===== config.mk =====
export PLATFORM = sky130hd
export DESIGN_NAME = eth_rx_dma
export DESIGN_NICKNAME = d
export VERILOG_FILES = /design/src/eth_dma_pkg.sv /design/src/heap_bus_if.sv /design/src/rx_beat_if.sv /design/src/dma_regs.sv /design/src/rx_frame_filter.sv /design/src/rx_heap_writer.sv /design/src/rx_desc_ring.sv /design/src/heap_arbiter.sv /design/src/eth_rx_dma.sv
export SDC_FILE = /design/constraint.sdc
export NUM_CORES = 1
export LEC_CHECK = 0
export BUFFER_PORTS_ARGS = -buffer_cell sky130_fd_sc_hd__buf_2
export CAP_MARGIN = 40
export CORE_MARGIN = 5
export CORE_UTILIZATION = 55
export DETAILED_ROUTE_END_ITERATION = 12
export PLACE_DENSITY = 0.76
export SYNTH_ARGS = -nofsm -noshare
export SYNTH_HDL_FRONTEND = slang
export SYNTH_SLANG_ARGS = --single-unit

===== constraint.sdc =====
create_clock -name clk -period 4.1 [get_ports clk]
set_input_delay 0.41 -clock clk [delete_from_list [all_inputs] [get_ports clk]]
set_output_delay 0.41 -clock clk [all_outputs]
set_load 0.02 [all_outputs]

===== src/eth_dma_pkg.sv =====
package eth_dma_pkg;

	typedef logic [31:0] word_t;
	typedef logic [31:0] addr_t;
	typedef logic [3:0]  strb_t;
	typedef logic [2:0]  desc_idx_t;
	typedef logic [15:0] byte_count_t;
	typedef logic [47:0] mac_t;

	localparam int desc_count = 8;

	// register page and byte offsets within it
	localparam logic [23:0] reg_page = 24'h800000;
	localparam logic [7:0] reg_rx_addr_base = {6'h10, 2'b00};
	localparam logic [7:0] reg_rx_len_base = {6'h18, 2'b00};
	localparam logic [7:0] reg_enable = {6'h30, 2'b00};
	localparam logic [7:0] reg_rx_status = {6'h31, 2'b00};
	localparam logic [7:0] reg_rx_clear = {6'h32, 2'b00};

	localparam mac_t own_mac = 48'haa_bb_cc_dd_ee_ff;
	localparam mac_t bcast_mac = 48'hff_ff_ff_ff_ff_ff;

	// cycles between interrupt checks
	localparam int rx_irq_interval = 200;
	localparam int word_bytes = 4;

	// bytes carried by a tail-aligned keep pattern
	function automatic logic [2:0] keep_bytes(strb_t keep);
		case (keep)
			4'hf: return 3'd4;
			4'h7: return 3'd3;
			4'h3: return 3'd2;
			4'h1: return 3'd1;
			default: return 3'd0;
		endcase
	endfunction

endpackage


===== src/heap_bus_if.sv =====
`timescale 1ns/100ps

interface heap_bus_if import eth_dma_pkg::*; ();

	logic  valid;
	logic  ready;
	addr_t addr;
	word_t wdata;
	strb_t wstrb;
	word_t rdata;

	modport master (
		output valid, addr, wdata, wstrb,
		input  ready, rdata
	);

	modport slave (
		input  valid, addr, wdata, wstrb,
		output ready, rdata
	);

endinterface


===== src/rx_beat_if.sv =====
`timescale 1ns/100ps

interface rx_beat_if import eth_dma_pkg::*; ();

	logic  valid;
	word_t data;
	strb_t keep;
	logic  last;
	// verdict so far becomes final on the last beat
	logic  drop;

	modport source (
		output valid, data, keep, last, drop
	);

	modport sink (
		input valid, data, keep, last, drop
	);

endinterface


===== src/dma_regs.sv =====
`timescale 1ns/100ps

module dma_regs import eth_dma_pkg::*; (
	input  logic                  clk,
	input  logic                  resetn,
	input  logic                  mem_valid,
	output logic                  mem_ready,
	input  addr_t                 mem_addr,
	input  word_t                 mem_wdata,
	input  strb_t                 mem_wstrb,
	output word_t                 mem_rdata,
	input  logic [desc_count-1:0] rx_status,
	input  byte_count_t           rx_len [desc_count],
	output addr_t                 rx_addr [desc_count],
	output logic                  dma_enable,
	output logic [desc_count-1:0] rx_clear
);

	logic      page_hit;
	logic      full_wr;
	logic      in_addr_blk;
	logic      in_len_blk;
	logic [7:0] offset;
	desc_idx_t idx;

	// ready blocks a repeated access
	assign page_hit = mem_valid && !mem_ready && (mem_addr[31:8] == reg_page);
	assign full_wr = (mem_wstrb == 4'hf);
	assign offset = mem_addr[7:0];
	assign idx = offset[4:2];
	assign in_addr_blk = (offset[7:5] == reg_rx_addr_base[7:5]);
	assign in_len_blk = (offset[7:5] == reg_rx_len_base[7:5]);

	always_ff @(posedge clk) begin
		if (!resetn) begin
			mem_ready <= 1'b0;
			dma_enable <= 1'b0;
			rx_clear <= '0;
			for (int i = 0; i < desc_count; i++) begin
				rx_addr[i] <= '0;
			end
		end else begin
			mem_ready <= page_hit;
			rx_clear <= '0;
			if (page_hit && full_wr) begin
				if (in_addr_blk)
					rx_addr[idx] <= mem_wdata;
				else if (offset == reg_enable)
					dma_enable <= mem_wdata[0];
				else if (offset == reg_rx_clear)
					rx_clear <= mem_wdata[desc_count-1:0];
			end
		end
	end

	// registered read-back of the page
	always_ff @(posedge clk) begin
		if (page_hit) begin
			if (in_addr_blk)
				mem_rdata <= rx_addr[idx];
			else if (in_len_blk)
				mem_rdata <= word_t'(rx_len[idx]);
			else if (offset == reg_enable)
				mem_rdata <= word_t'(dma_enable);
			else if (offset == reg_rx_status)
				mem_rdata <= word_t'(rx_status);
			else
				mem_rdata <= '0;
		end
	end

	a_valid_dropped: assert property (@(posedge clk) disable iff (!resetn)
		mem_ready |=> !mem_valid);

endmodule


===== src/rx_frame_filter.sv =====
`timescale 1ns/100ps

module rx_frame_filter import eth_dma_pkg::*; (
	input  logic  clk,
	input  logic  resetn,
	input  logic  rx_open,
	input  word_t rx_axis_tdata,
	input  strb_t rx_axis_tkeep,
	input  logic  rx_axis_tvalid,
	output logic  rx_axis_tready,
	input  logic  rx_axis_tlast,
	rx_beat_if.source beat
);

	logic        accept;
	byte_count_t cnt;
	byte_count_t cnt_next;
	logic [31:0] mac_hi;
	mac_t        dst_mac;
	logic        mac_hit;
	logic        drop_next;

	assign rx_axis_tready = rx_open;
	assign accept = rx_axis_tvalid && rx_open;
	assign cnt_next = cnt + byte_count_t'(keep_bytes(rx_axis_tkeep));

	// byte 0 sits in the lowest lane
	assign dst_mac = {mac_hi, rx_axis_tdata[7:0], rx_axis_tdata[15:8]};
	assign mac_hit = (dst_mac == own_mac) || (dst_mac == bcast_mac);

	always_comb begin
		if (cnt == 16'd0)
			drop_next = 1'b0;
		else if (cnt == 16'd4)
			drop_next = !mac_hit;
		else
			drop_next = beat.drop;
		// too short to hold a destination
		if (rx_axis_tlast && (cnt_next < 16'd6))
			drop_next = 1'b1;
	end

	always_ff @(posedge clk) begin
		if (!resetn) begin
			beat.valid <= 1'b0;
			cnt <= '0;
		end else begin
			beat.valid <= accept;
			if (accept)
				cnt <= rx_axis_tlast ? '0 : cnt_next;
		end
	end

	always_ff @(posedge clk) begin
		if (accept) begin
			beat.data <= rx_axis_tdata;
			beat.keep <= rx_axis_tkeep;
			beat.last <= rx_axis_tlast;
			beat.drop <= drop_next;
			if (cnt == 16'd0)
				mac_hi <= {rx_axis_tdata[7:0], rx_axis_tdata[15:8],
					rx_axis_tdata[23:16], rx_axis_tdata[31:24]};
		end
	end

	a_keep_legal: assert property (@(posedge clk) disable iff (!resetn)
		accept |-> (rx_axis_tkeep inside {4'h1, 4'h3, 4'h7, 4'hf}));

endmodule


===== src/rx_heap_writer.sv =====
`timescale 1ns/100ps

module rx_heap_writer import eth_dma_pkg::*; (
	input  logic        clk,
	input  logic        resetn,
	input  logic        dma_enable,
	input  logic        slot_free,
	input  addr_t       wr_base,
	output logic        bus_req,
	input  logic        bus_grant,
	input  logic        rx_axis_tvalid,
	output logic        rx_open,
	output logic        frame_done,
	output byte_count_t frame_len,
	output logic        frame_drop,
	rx_beat_if.sink     beat,
	heap_bus_if.master  heap
);

	typedef enum logic [2:0] {
		st_idle,
		st_wait,
		st_req,
		st_write,
		st_finish
	} state_t;

	state_t      state;
	state_t      state_next;
	addr_t       wr_addr;
	byte_count_t len_r;
	logic        drop_r;
	logic        last_beat;

	assign last_beat = beat.valid && beat.last;

	assign bus_req = (state == st_req) || (state == st_write);
	// closes as soon as the last beat leaves the filter
	assign rx_open = (state == st_write) && !last_beat;
	assign frame_done = (state == st_finish);
	assign frame_len = len_r;
	assign frame_drop = drop_r;

	assign heap.valid = (state == st_write) && beat.valid;
	assign heap.addr = wr_addr;
	assign heap.wdata = beat.data;
	assign heap.wstrb = beat.keep;

	always_comb begin
		state_next = state;
		case (state)
			st_idle:
				if (dma_enable)
					state_next = st_wait;
			st_wait:
				if (!dma_enable)
					state_next = st_idle;
				else if (rx_axis_tvalid && slot_free)
					state_next = st_req;
			st_req:
				if (bus_grant)
					state_next = st_write;
			st_write:
				if (last_beat)
					state_next = st_finish;
			st_finish:
				state_next = st_wait;
			default:
				state_next = st_idle;
		endcase
	end

	always_ff @(posedge clk) begin
		if (!resetn)
			state <= st_idle;
		else
			state <= state_next;
	end

	always_ff @(posedge clk) begin
		if (state == st_req) begin
			wr_addr <= wr_base;
			len_r <= '0;
		end else if (heap.valid) begin
			wr_addr <= wr_addr + addr_t'(word_bytes);
			len_r <= len_r + byte_count_t'(keep_bytes(beat.keep));
		end
		if (last_beat)
			drop_r <= beat.drop;
	end

	a_write_granted: assert property (@(posedge clk) disable iff (!resetn)
		heap.valid |-> bus_grant);

endmodule


===== src/rx_desc_ring.sv =====
`timescale 1ns/100ps

module rx_desc_ring import eth_dma_pkg::*; (
	input  logic                  clk,
	input  logic                  resetn,
	input  logic                  dma_enable,
	input  logic                  frame_done,
	input  byte_count_t           frame_len,
	input  logic                  frame_drop,
	input  logic [desc_count-1:0] rx_clear,
	input  addr_t                 rx_addr [desc_count],
	output logic                  slot_free,
	output addr_t                 wr_base,
	output logic [desc_count-1:0] rx_status,
	output byte_count_t           rx_len [desc_count],
	output logic                  rx_irq
);

	localparam int irq_w = $clog2(rx_irq_interval + 1);

	desc_idx_t        idx;
	logic [irq_w-1:0] irq_cnt;

	// current slot is busy until the cpu clears it
	assign slot_free = !rx_status[idx];
	assign wr_base = rx_addr[idx];

	always_ff @(posedge clk) begin
		if (!resetn) begin
			idx <= '0;
			rx_status <= '0;
			for (int i = 0; i < desc_count; i++) begin
				rx_len[i] <= '0;
			end
		end else begin
			if (frame_done && !frame_drop) begin
				rx_len[idx] <= frame_len;
				rx_status[idx] <= 1'b1;
				idx <= idx + desc_idx_t'(1);
			end
			for (int i = 0; i < desc_count; i++) begin
				if (rx_clear[i]) begin
					rx_status[i] <= 1'b0;
					rx_len[i] <= '0;
				end
			end
		end
	end

	// interval tick fires only with pending frames
	always_ff @(posedge clk) begin
		if (!resetn) begin
			irq_cnt <= '0;
			rx_irq <= 1'b0;
		end else begin
			rx_irq <= 1'b0;
			if (!dma_enable) begin
				irq_cnt <= '0;
			end else if (irq_cnt == irq_w'(rx_irq_interval)) begin
				irq_cnt <= '0;
				rx_irq <= |rx_status;
			end else begin
				irq_cnt <= irq_cnt + irq_w'(1);
			end
		end
	end

endmodule


===== src/heap_arbiter.sv =====
`timescale 1ns/100ps

module heap_arbiter import eth_dma_pkg::*; (
	input  logic  clk,
	input  logic  resetn,
	input  logic  bus_req,
	output logic  bus_grant,
	heap_bus_if.slave dma,
	input  logic  cpu_heap_valid,
	output logic  cpu_heap_ready,
	input  addr_t cpu_heap_addr,
	input  word_t cpu_heap_wdata,
	input  strb_t cpu_heap_wstrb,
	output word_t cpu_heap_rdata,
	output logic  heap_valid,
	input  logic  heap_ready,
	output addr_t heap_addr,
	output word_t heap_wdata,
	output strb_t heap_wstrb,
	input  word_t heap_rdata
);

	// grant waits for a cycle without a cpu access
	always_ff @(posedge clk) begin
		if (!resetn)
			bus_grant <= 1'b0;
		else if (bus_req && !cpu_heap_valid)
			bus_grant <= 1'b1;
		else if (!bus_req)
			bus_grant <= 1'b0;
	end

	assign heap_valid = bus_grant ? dma.valid : cpu_heap_valid;
	assign heap_addr = bus_grant ? dma.addr : cpu_heap_addr;
	assign heap_wdata = bus_grant ? dma.wdata : cpu_heap_wdata;
	assign heap_wstrb = bus_grant ? dma.wstrb : cpu_heap_wstrb;

	assign dma.ready = bus_grant && heap_ready;
	assign dma.rdata = bus_grant ? heap_rdata : '0;
	assign cpu_heap_ready = !bus_grant && heap_ready;
	assign cpu_heap_rdata = bus_grant ? '0 : heap_rdata;

	// the writer never waits, so the heap must take every dma write
	a_dma_accepted: assert property (@(posedge clk) disable iff (!resetn)
		(bus_grant && dma.valid) |-> heap_ready);

endmodule


===== src/eth_rx_dma.sv =====
`timescale 1ns/100ps

module eth_rx_dma import eth_dma_pkg::*; (
	input  logic  clk,
	input  logic  resetn,
	input  logic  mem_valid,
	output logic  mem_ready,
	input  addr_t mem_addr,
	input  word_t mem_wdata,
	input  strb_t mem_wstrb,
	output word_t mem_rdata,
	input  logic  cpu_heap_valid,
	output logic  cpu_heap_ready,
	input  addr_t cpu_heap_addr,
	input  word_t cpu_heap_wdata,
	input  strb_t cpu_heap_wstrb,
	output word_t cpu_heap_rdata,
	output logic  heap_valid,
	input  logic  heap_ready,
	output addr_t heap_addr,
	output word_t heap_wdata,
	output strb_t heap_wstrb,
	input  word_t heap_rdata,
	input  word_t rx_axis_tdata,
	input  strb_t rx_axis_tkeep,
	input  logic  rx_axis_tvalid,
	output logic  rx_axis_tready,
	input  logic  rx_axis_tlast,
	output logic  rx_irq
);

	heap_bus_if dma_bus ();
	rx_beat_if beat ();

	logic                  bus_req;
	logic                  bus_grant;
	logic                  rx_open;
	logic                  frame_done;
	byte_count_t           frame_len;
	logic                  frame_drop;
	logic                  slot_free;
	addr_t                 wr_base;
	logic                  dma_enable;
	logic [desc_count-1:0] rx_clear;
	logic [desc_count-1:0] rx_status;
	addr_t                 rx_addr [desc_count];
	byte_count_t           rx_len [desc_count];

	dma_regs regs_i (.*);

	rx_frame_filter filter_i (.*);

	rx_heap_writer writer_i (
		.*,
		.heap (dma_bus)
	);

	rx_desc_ring ring_i (.*);

	heap_arbiter arbiter_i (
		.*,
		.dma (dma_bus)
	);

endmodule


==> Implementation_results.wiki <==
{| class="wikitable"
! Metric !! Value
|-
| Maximum number of pins on one net before global-route repair || 123
|-
| Switching power total || 2.69 mW
|-
| Iteration count of the initial detailed-routing pass || 5
|-
| Area fraction of the dominant cell type after synthesis || 0.321
|-
| Post-synthesis simple-gate area fraction || 0.145
|-
| Average wire per standard cell || 22.2 um
|-
| Area fraction in compound gates after synthesis || 0.0409
|-
| Global-route wire length before repair || 123 mm
|-
| Share of the clock period used by the worst path || 0.784
|-
| Final core occ || 0.642
|-
| Cell-internal power || 9.21 mW
|-
| Num Clock Sinks || 586
|-
| Count of synthesis-stage warnings from yosys || 0
|-
| Source of the critical timing path || rx_axis_tkeep[1]
|-
| Data required time at the worst endpoint || 4.43 ns
|-
| XOR/XNOR share of the synthesized area || 0.0171
|-
| Transition time at the pin with the least slew margin || 0.930 ns
|-
| RSZ-0062 raised after global routing || false
|-
| Proportion of layout cells with a drive suffix above 1 || 0.264
|-
| Clock edge transition at the registers on the reported setup and hold paths || 0.06 ns
|-
| Net count, final || 3079
|-
| Global Route Usage Sum || 0.275
|-
| Top Family by Delay on Critical Path || compound AO/OA/AOI/OAI gates
|-
| Crit path arrival time || 3.54 ns
|-
| Number of instances in the synthesized netlist || 2557
|-
| First DRT Iteration DRCs || 1751
|-
| Termination of the worst setup path || filter_i.beat.drop
|-
| Post-synthesis area per instance || 11.0 um^2
|-
| Sequential-to-total area share from yosys stat || 0.464
|-
| Launching point of the worst reg2reg path || regs_i.mem_ready
|-
| Routed metal-1 wirelength || 31.1 mm
|-
| Status || complete, no violations
|-
| Sw frac || 0.226
|-
| Area after DPL || 30500 um^2
|-
| Via total after detailed routing || 21300
|-
| Count of standard-cell rows || 83
|-
| Number of max-capacitance violations reported || 0
|-
| Syn_nets || 2780
|-
| Drt drc || 0
|-
| Top routing layer in use || met4
|-
| Total of flip-flops plus latches after synthesis || 586
|-
| WL met2 || 39.8 mm
|-
| Critical Path Fanout Max || 4
|-
| Hold Path Origin || rx_axis_tdata[27]
|-
| Worst-case headroom to the max-slew limit || 0.376
|-
| Top FF cell, synth || sky130_fd_sc_hd__dfxtp_1
|-
| Crit path max-delay cell type || sky130_fd_sc_hd__nor4_1
|-
| Minimum clock period || 3.21 ns
|-
| Adder-cell share of the synthesized area || 0.00586
|-
| Smallest hold slack || 0.0269 ns
|-
| PwrDens || 364 nW/um^2
|-
| Depth of the most critical reg-to-reg path || 7
|-
| Final total negative setup slack || 0 ns
|-
| CP startpoint kind || input port
|-
| Layout Skew || 0.0275 ns
|-
| Total length of routed met3 wires || 6.24 mm
|-
| Critical setup path kind || input port to register
|-
| Die W || 236 um
|-
| Initial Utilization || 0.552
|-
| Final hold vios || 0
|-
| Total overflow reported by the global router || 0
|-
| Crit-path cells || dlygate4sd3_1 > buf_2 > xor2_1 > nor3b_1 > ha_1 > fa_1 > a21oi_1 > nor4_1 > xor2_1 > a2111oi_0 > o2111ai_1 > a21oi_1
|-
| Port Buffers || 347
|-
| CP Capture Type || register
|-
| Die Footprint || 55800 um^2
|-
| Max Freq || 311 MHz
|-
| Count of cell types in the netlist || 67
|-
| Hpwl dp || 54.1 mm
|-
| Number of global-route vias before repair || 21700
|-
| Io pins || 348
|-
| Weighted congestion reported at the end of routability-driven placement || 0.985
|-
| Post-Layout Inst Area || 32700 um^2
|-
| Cell depth of the worst setup path || 12
|-
| Maximum number of buffers from clock root to sink || 3
|-
| Number of synthesized flops with an enable pin || 135
|-
| Number of buffers created by CTS || 58
|-
| Core Footprint || 51000 um^2
|-
| Die span in y || 236 um
|-
| Static leakage power || 13.4 nW
|-
| Total wire length || 79.6 mm
|-
| Post-DRT Antenna Nets || 0
|-
| Mux share of post-synthesis cell area || 0.294
|-
| Clk pwr share || 0.453
|-
| Combinational share of power || 0.053
|-
| Number of antenna violations at the first check in global routing || 3
|-
| Path category of the worst min-delay check || input port to register
|-
| Post-synth top area cell || sky130_fd_sc_hd__dfxtp_1
|-
| Asr flop ratio synth || 0
|-
| Final Slew Violations || 0
|-
| Postcts setup bufs || 0
|-
| Post-Place Cells || 3446
|-
| Non-filler cells, final || 3587
|-
| Destination of the worst register-to-register timing path || regs_i.rx_addr[197]
|-
| Number of vias per cell || 5.93
|-
| Maximum resistive drop on vdd || 0.000338 V
|-
| CTS root buf || sky130_fd_sc_hd__clkbuf_16
|-
| Clk Latency, worst-skew pair || 0.64 ns
|-
| Setup Viol. Count Final || 0
|-
| Leading cell types by total area after synthesis || sky130_fd_sc_hd__dfxtp_1 32%, sky130_fd_sc_hd__edfxtp_1 14%, sky130_fd_sc_hd__mux2i_1 14%
|-
| H-Tree Level Count || 2
|-
| TritonCTS clock tree || built
|-
| Main combinational cell family by area after synthesis || multiplexers
|-
| Proportion of power drawn by flip-flops and latches || 0.494
|-
| Max stage delay on crit path || 0.57 ns
|-
| Area of the mapped netlist || 28200 um^2
|-
| Growth of design area from synthesis to finish || 16.2%
|-
| Register-to-register setup slack || 1.14 ns
|-
| WP buf/inv || 2
|}
[worst min-delay path by stage]
stage / cells after the start / endpoint / slack [ns]
finish: 1 / filter_i.mac_hi[3] / 0.03
global route: 1 / filter_i.mac_hi[7] / 0.006
CTS: 1 / filter_i.beat.data[31] / 0.002
detailed placement: 2 / ring_i.rx_len[13] / 0.44
global placement: 2 / ring_i.rx_len[35] / 0.44
floorplan: 0 / writer_i.frame_drop / 0.40
[routing by layer]
layer / track usage / vias up
met5: 0 / -
met4: 0.0896 / 0
met2: 0.481 / 853
li1: - / 9745
met1: 0.340 / 10500
met3: 0.0579 / 166
[per-stage QoR]
step	setup slack [ns]	total power [mW]
after global routing	0.713	12.3
after detailed placement	0.814	6.62
after floorplan	1.17	6.34
after global placement	0.915	6.60
final	0.886	11.9
after CTS	0.932	12.0
[cell usage after synthesis (all sizes together) (2+ instances only)]
cell type	instances
or2	7
mux4	162
dfxtp	451
a21oi	124
nand2b	16
nor3	12
o21ai	29
mux2	69
buf	93
fa	2
nand2	471
mux2i	384
nor2	177
or3	4
nand3b	7
nor3b	8
nor2b	57
xnor2	17
and2	15
nand4	26
nand4b	6
and3	13
nor4b	3
o22ai	8
ha	10
edfxtp	135
a31oi	3
nand3	30
a211oi	25
and4b	2
xor2	38
and4	8
a2111oi	2
clkbuf	102
nor4	16
a21o	3
inv	9
[cell usage in the layout (no fill, tap or decap), types with 17 or more instances in the layout]
| cell | n |
|---|---|
| sky130_fd_sc_hd__clkbuf_16 | 58 |
| sky130_fd_sc_hd__mux4_2 | 162 |
| sky130_fd_sc_hd__nand4_1 | 25 |
| sky130_fd_sc_hd__xnor2_1 | 17 |
| sky130_fd_sc_hd__o21ai_0 | 28 |
| sky130_fd_sc_hd__dlygate4sd3_1 | 29 |
| sky130_fd_sc_hd__nor2_1 | 168 |
| sky130_fd_sc_hd__nand2_1 | 464 |
| sky130_fd_sc_hd__buf_4 | 37 |
| sky130_fd_sc_hd__edfxtp_1 | 135 |
| sky130_fd_sc_hd__mux2_2 | 69 |
| sky130_fd_sc_hd__nand3_1 | 28 |
| sky130_fd_sc_hd__dfxtp_1 | 447 |
| sky130_fd_sc_hd__buf_2 | 344 |
| sky130_fd_sc_hd__xor2_1 | 38 |
| sky130_fd_sc_hd__a211oi_1 | 24 |
| sky130_fd_sc_hd__a21oi_1 | 124 |
| sky130_fd_sc_hd__nor2b_1 | 57 |
| sky130_fd_sc_hd__mux2i_1 | 384 |
[logic make-up (layout without fill, tap and decap cells)]
logic type,after synthesis,after routing
simple gates,882,882
mux,615,615
flops,586,586
buf+inv,205,554
compound gates,202,202
xor+xnor,55,55
fa+ha+maj,12,12
other cells,0,1
[state kept, by name (all words and copies together), names as in the netlist, 4 cells and up]
name	flops
writer_i.heap.addr	32
filter_i.beat.data	32
regs_i.mem_rdata	32
writer_i.frame_len	16
ring_i.irq_cnt	8
regs_i.rx_addr	256
filter_i.mac_hi	32
filter_i.beat.keep	4
regs_i.rx_clear	8
ring_i.rx_status	8
filter_i.cnt	16
ring_i.rx_len	128
[power groups by stage]
| stage | sequential (mW) | clock [mW] | combinational, mW |
|---|---|---|---|
| floorplan | 6.02 | 0 | 0.330 |
| global route | 5.88 | 5.70 | 0.668 |
| detailed placement | 6.01 | 0 | 0.605 |
| CTS | 5.88 | 5.47 | 0.632 |
| global placement | 6.01 | 0 | 0.585 |
| finish | 5.89 | 5.39 | 0.633 |
[what timing repair did]
action	4_1_cts	5_1_grt
hold buffers	29	0
resized for setup	0	0
setup endpoints to repair	0	0
hold endpoints to repair	51	0
[area by class of cell]
cell class                      count  area [um^2]
Multi-Input combinational cell   1766        14200
Timing Repair Buffer              434         2670
Clock inverter                     34          324
Tap cell                          680          851
Sequential cell                   586        13100
Fill cell                        3874        18200
Antenna cell                        1         2.50
Clock buffer                       76         1610
Inverter                           10         37.5
Power figures use the tool's default switching activity.
